### src/frontend_defines.svh
`ifndef FRONTEND_DEFINES_SVH
`define FRONTEND_DEFINES_SVH

////////////////////////////////////////////////////////////////////////////
// Front end widths
////////////////////////////////////////////////////////////////////////////

// Instruction word, RV32 encoding
`define FE_INST_W 32

// PC and branch target width
`define FE_ADDR_W 32

////////////////////////////////////////////////////////////////////////////
// Instruction buffer geometry
////////////////////////////////////////////////////////////////////////////

// Entries in the circular queue
`define FE_BUF_DEPTH 32

// Head/tail index bits, log2 of the depth
`define FE_PTR_W 5

`endif

### src/fe_types_pkg.sv
`include "frontend_defines.svh"

////////////////////////////////////////////////////////////////////////////
// Data carried through the front end
////////////////////////////////////////////////////////////////////////////

package fe_types_pkg;

    // Raw fetched instruction
    typedef logic [`FE_INST_W-1:0] inst_t;

    // Instruction address, also used for the static branch target
    typedef logic [`FE_ADDR_W-1:0] addr_t;

endpackage

### src/branch_predecode.sv
module branch_predecode (
    input  fe_types_pkg::addr_t pc_i,
    input  fe_types_pkg::inst_t inst_i,
    output logic                is_branch_o,
    output fe_types_pkg::addr_t target_o
);

    import fe_types_pkg::*;

    // RV32 major opcodes of interest
    localparam logic [6:0] opc_branch = 7'b1100011;
    localparam logic [6:0] opc_jal    = 7'b1101111;

    logic [6:0]         opcode;
    logic signed [12:0] b_off;
    logic signed [20:0] j_off;
    addr_t              offset;

    assign opcode = inst_i[6:0];

    // B-type immediate, bit 0 always zero
    assign b_off = {inst_i[31], inst_i[7], inst_i[30:25], inst_i[11:8], 1'b0};

    // J-type immediate, bit 0 always zero
    assign j_off = {inst_i[31], inst_i[19:12], inst_i[20], inst_i[30:21], 1'b0};

    ////////////////////////////////////////////////////////////////////////////
    // Classification and offset select
    ////////////////////////////////////////////////////////////////////////////

    always_comb begin
        case (opcode)
            opc_branch: begin
                is_branch_o = 1'b1;
                offset      = addr_t'(b_off);
            end
            opc_jal: begin
                is_branch_o = 1'b1;
                offset      = addr_t'(j_off);
            end
            default: begin
                // Fall through to the next sequential PC
                is_branch_o = 1'b0;
                offset      = addr_t'(4);
            end
        endcase
    end

    // Static target, taken path for branches
    assign target_o = pc_i + offset;

endmodule

### config.mk
export PLATFORM = sky130hd
export DESIGN_NAME = branch_predecode
export DESIGN_NICKNAME = d
export VERILOG_FILES = /design/src/fe_types_pkg.sv /design/src/branch_predecode.sv
export VERILOG_INCLUDE_DIRS = /design/src
export SDC_FILE = /design/constraint.sdc
export NUM_CORES = 1
export LEC_CHECK = 0
export BUFFER_PORTS_ARGS = -buffer_cell sky130_fd_sc_hd__buf_2
export CAP_MARGIN = 20
export CELL_PAD_IN_SITES_DETAIL_PLACEMENT = 0
export CELL_PAD_IN_SITES_GLOBAL_PLACEMENT = 1
export CORE_MARGIN = 2
export CORE_UTILIZATION = 32
export DETAILED_ROUTE_END_ITERATION = 16
export PLACE_DENSITY = 0.94
export SLEW_MARGIN = 10
export SYNTH_ARGS = -nofsm -noshare
export SYNTH_HDL_FRONTEND = slang
export SYNTH_SLANG_ARGS = --single-unit
### constraint.sdc
create_clock -name vclk -period 6.4
set_input_delay 1.28 -clock vclk [all_inputs]
set_output_delay 1.28 -clock vclk [all_outputs]
set_load 0.03 [all_outputs]
# --- Word-level counts from Yosys, hierarchy flattened ---
# Index checks and enable logic that the tools add are counted.
classes:
  n_reduce_logical: 1
  n_eq_ne: 2
  muxes: 2
  n_addsub: 1
op_table:
  columns: ["op", "count"]
  rows:
  - ["$pmux W32 S2", 1]
  - ["$add A32 B32 Y32", 1]
  - ["$eq A7 B7 Y1 const B", 2]
  - ["$reduce_or A2 Y1", 1]
  - ["$mux W1", 1]
totals:
  regBits: 0
  out_inout_bits: 33

# --- Longest topological paths before layout ---
depth:
  word_depth: 3
  mapped_depth: 15
  depth_no_buf: 15

# --- Worst setup path after synthesis ---
# OpenSTA, ideal clock, no wires.
synth_path:
  kind: "input port to output port"
  startpoint: "in inst_i[6]"
  endpoint: "out target_o[31]"
  required_ns: 5.120
  cell_stages: 13
  t_arrival_ns: 5.102
  setup_slack_ns: 0.018
  path_cell_list: "nor2b_1 -> nand4_1 -> a21oi_1 -> and2_1 -> ha_1 -> and4_1 -> and3_1 -> a221oi_1 -> a31oi_1 -> o41ai_2 -> o21ai_1 -> a21oi_1 -> xor2_1"
synth_via:
  elab_chain_len: 3
  word_cells_on_any_way: 4
  cone_classes: "add/sub (1); eq/ne (2); mux (1)"
synth_lines:
  columns: ["element", "line_no", "source"]
  rows:
  - ["start, declared", "branch_predecode.sv:3", "input fe_types_pkg::inst_t inst_i,"]
  - ["$eq A7 B7 Y1", "branch_predecode.sv:32", "case (opcode)"]
  - ["$pmux W32 S2 *", "branch_predecode.sv:32", null]
  - ["$add A32 B32 Y32 *", "branch_predecode.sv:50", "assign target_o = pc_i + offset;"]
  - ["end, declared", "branch_predecode.sv:5", "output fe_types_pkg::addr_t target_o"]
# Every way passes the cells marked *; elsewhere a longest branch is shown, timed or not.

# --- Worst setup path in the final report ---
layout_path:
  startpoint: "in inst_i[3]"
  endpoint: "out target_o[28]"
# Same word-level chain as after synthesis.

==> metrics.txt <==
run status=completed; Fin. Hold Viols=0; Worst setup EP type=primary output; sequential element share of the synthesized area=0%; Hold Startpoint=pc_i[0]; Layout clock buffers=0; Max Used Layer=met3; final worst slack=0.516 ns; WP data arrival=4.60 ns; Post-Synth Simple-Gate Area=21.6%; Avg Inst Size Synth=7.11 um^2; Lkg Pwr=1.35 nW; DRT iter0 DRCs=36; Synth Area in Compound Gates=38.9%; largest net degree at the start of global routing=10; dpl ws=0.223 ns; Worst Hold End=target_o[0]; IO Port Bufs=95; Detailed Place HPWL=4560 um; wire length on met3=221 um; Die Width=79.6 um; Worst slew margin=68.4%; Sequential Power Share=0%; Core Area=5510 um^2; Cells after Synth=257; Critical path origin=inst_i[3]; Reg area=0 um^2; Critical Path Fanout Max=8; cts hold-fix bufs=0; Crit path required time=5.12 ns; endpoints failing setup=0; f_max=170 MHz; GR Overflow Total=0; first-pass GRT wire length=8600 um; total number of vias=2,181; xor/xnor cell area share of the yosys netlist=12.5%; post-synthesis mux area share=0%; Area Overhead vs Synth=30.9%; adder-cell area share of the yosys netlist=21.6%; GP Congestion=0.828; wire per inst=12.4 um; Comb power frac=100.0%; Final TNS setup=0 ns; Max Slew Vio Count=0; Peak VDD IR=0.0000254 V; Int Pwr=46.4 uW; seq_cells=0; die area=6330 um^2; Tmin final=5.88 ns; die height=79.6 um; final WL=5250 um; unrepaired setup endpoints after global routing=false; Syn. warnings=0; M1 WL=2360 um; fin nets=448; met2 wire length=2670 um; Overall Global Routing Usage=16.0%; net count after synthesis=352; switching part of the total=60.8%; Netlist cell types=49; Via density=5.16; Core Rows=27; hold-critical path depth=0; crit share post-route=91.9%; Hold Crit Class=in -> out; layout cells sized above 1=32.8%; Post-Syn Area=1830 um^2; initial antenna violation count=0; DRC viols=0; Cell Pwr Density=49.5 nW/um^2; Tightest Pin Transition=0.472 ns; Sw Pwr=72.1 uW; vias in the first global route=2,026; post-route ant nets=0; Clk pwr share=0%; largest family of logic cells by synthesized area=compound AO/OA/AOI/OAI gates; maxcap violations=0; ANT cells=0; # IOs=97; Worst Setup Path Type=in -> out; initial core utilization=33.2%; CP startpoint kind=input port; DR pass1 iterations=4
## area by class of cell
type,instances,area (um^2)
Fill cell,593,3110
Timing Repair Buffer,99,505
Multi-Input combinational cell,238,1750
Inverter,14,52.6
Tap cell,72,90.1
## critical path: stages
cell and delay (ns):
buf_2 0.11, nor2_1 0.29, nand2_1 0.15, nor2_4 0.19, a21o_1 0.11, ha_1 0.29
a211oi_1 0.39, o211ai_1 0.15, nand4_1 0.12, o21a_1 0.19, a211oi_1 0.11, o2111a_1 0.27
a2111oi_2 0.49, a21oi_2 0.12, xor2_1 0.13, buf_2 0.21
## worst max-delay path by stage
stage	to	slack, ns	cells past startpoint
6_report	target_o[28]	0.52	16
5_1_grt	target_o[28]	0.19	16
4_1_cts	target_o[28]	0.21	16
3_5_place_dp	target_o[28]	0.22	16
3_3_place_gp	target_o[28]	0.27	16
2_1_floorplan	target_o[31]	0.02	13
## power groups by stage
stage                     logic, mW  clock network [mW]  registers (mW)
final                         0.118                   0               0
after global routing          0.130                   0               0
after detailed placement      0.118                   0               0
after global placement        0.117                   0               0
after floorplan              0.0795                   0               0
after CTS                     0.118                   0               0
## Yosys cell counts, types with 2 or more instances
cell	instances	share of area [%]
nand4_1	2	0.68
a211oi_1	7	2.9
o21ai_0	12	3.3
o21a_1	4	1.6
a31oi_1	2	0.68
o21bai_1	3	1.2
nand3_1	6	1.6
o41ai_2	2	1.8
a21oi_1	26	7.1
inv_1	14	2.9
o21ba_2	2	1.1
nor3_1	3	0.82
and3_1	3	1.0
nand2_1	18	3.7
a21o_1	21	8.6
or2_2	2	0.68
nor2_1	26	5.3
a22oi_1	4	1.6
ha_1	30	21
o211ai_1	2	0.82
nand2b_1	3	1.0
nor2b_1	2	0.68
a21oi_2	4	1.9
and2_1	8	2.7
xor2_1	9	4.3
xnor2_1	17	8.1
o21ai_1	3	0.82
## metrics by stage
| step | hold WS (ns) | utilization (%) | std cells | instance area, um^2 | power (mW) |
|---|---|---|---|---|---|
| 2_1_floorplan | 2.69 | - | 257 | 1830 | 0.0795 |
| 3_3_place_gp | 2.56 | 42.9 | 421 | 2360 | 0.117 |
| 3_5_place_dp | 2.56 | 42.9 | 421 | 2360 | 0.118 |
| 4_1_cts | 2.56 | 42.9 | 421 | 2360 | 0.118 |
| 5_1_grt | 2.56 | 43.5 | 423 | 2390 | 0.130 |
| 6_report | 2.56 | 43.5 | 423 | 2390 | 0.118 |
## cells by family (layout without fill, tap and decap cells)
logic type               Yosys count  in the layout
AO/OA/AOI/OAI                    102            102
buffers and inverters             19            113
XOR/XNOR                          26             26
adder cells (fa/ha/maj)           31             31
AND/OR/NAND/NOR                   79             79
## cells in the final DEF, fill, tap and decap left out, types with 2 or more instances in the layout
cell type	instances
a21oi_1	26
xor2_1	9
inv_1	14
or2_2	2
and3_1	3
o21ai_0	12
nand2b_1	3
o21ai_1	3
o41ai_2	2
o211ai_1	2
a31oi_1	2
nor3_1	3
o21bai_1	3
nand4_1	2
nand2_1	18
a21o_1	21
nor2b_1	2
nor2_1	24
buf_4	4
nor2_4	2
a211oi_1	7
buf_2	95
a21oi_2	4
and2_1	8
a22oi_1	4
o21a_1	4
o21ba_2	2
xnor2_1	17
nand3_1	6
ha_1	30
## layer usage
layer | GRT usage, % | vias up
met5 | 0 | -
met4 | 0.517 | 0
met3 | 0.905 | 0
met2 | 31.1 | 48
met1 | 20.0 | 990
li1 | - | 1143
## repair_timing
action | CTS | global route
endpoints found under the setup margin | 0 | 5
resized for setup | 0 | 4
setup buffers | 0 | 2
No activity file was read; power rests on OpenSTA's default activity.
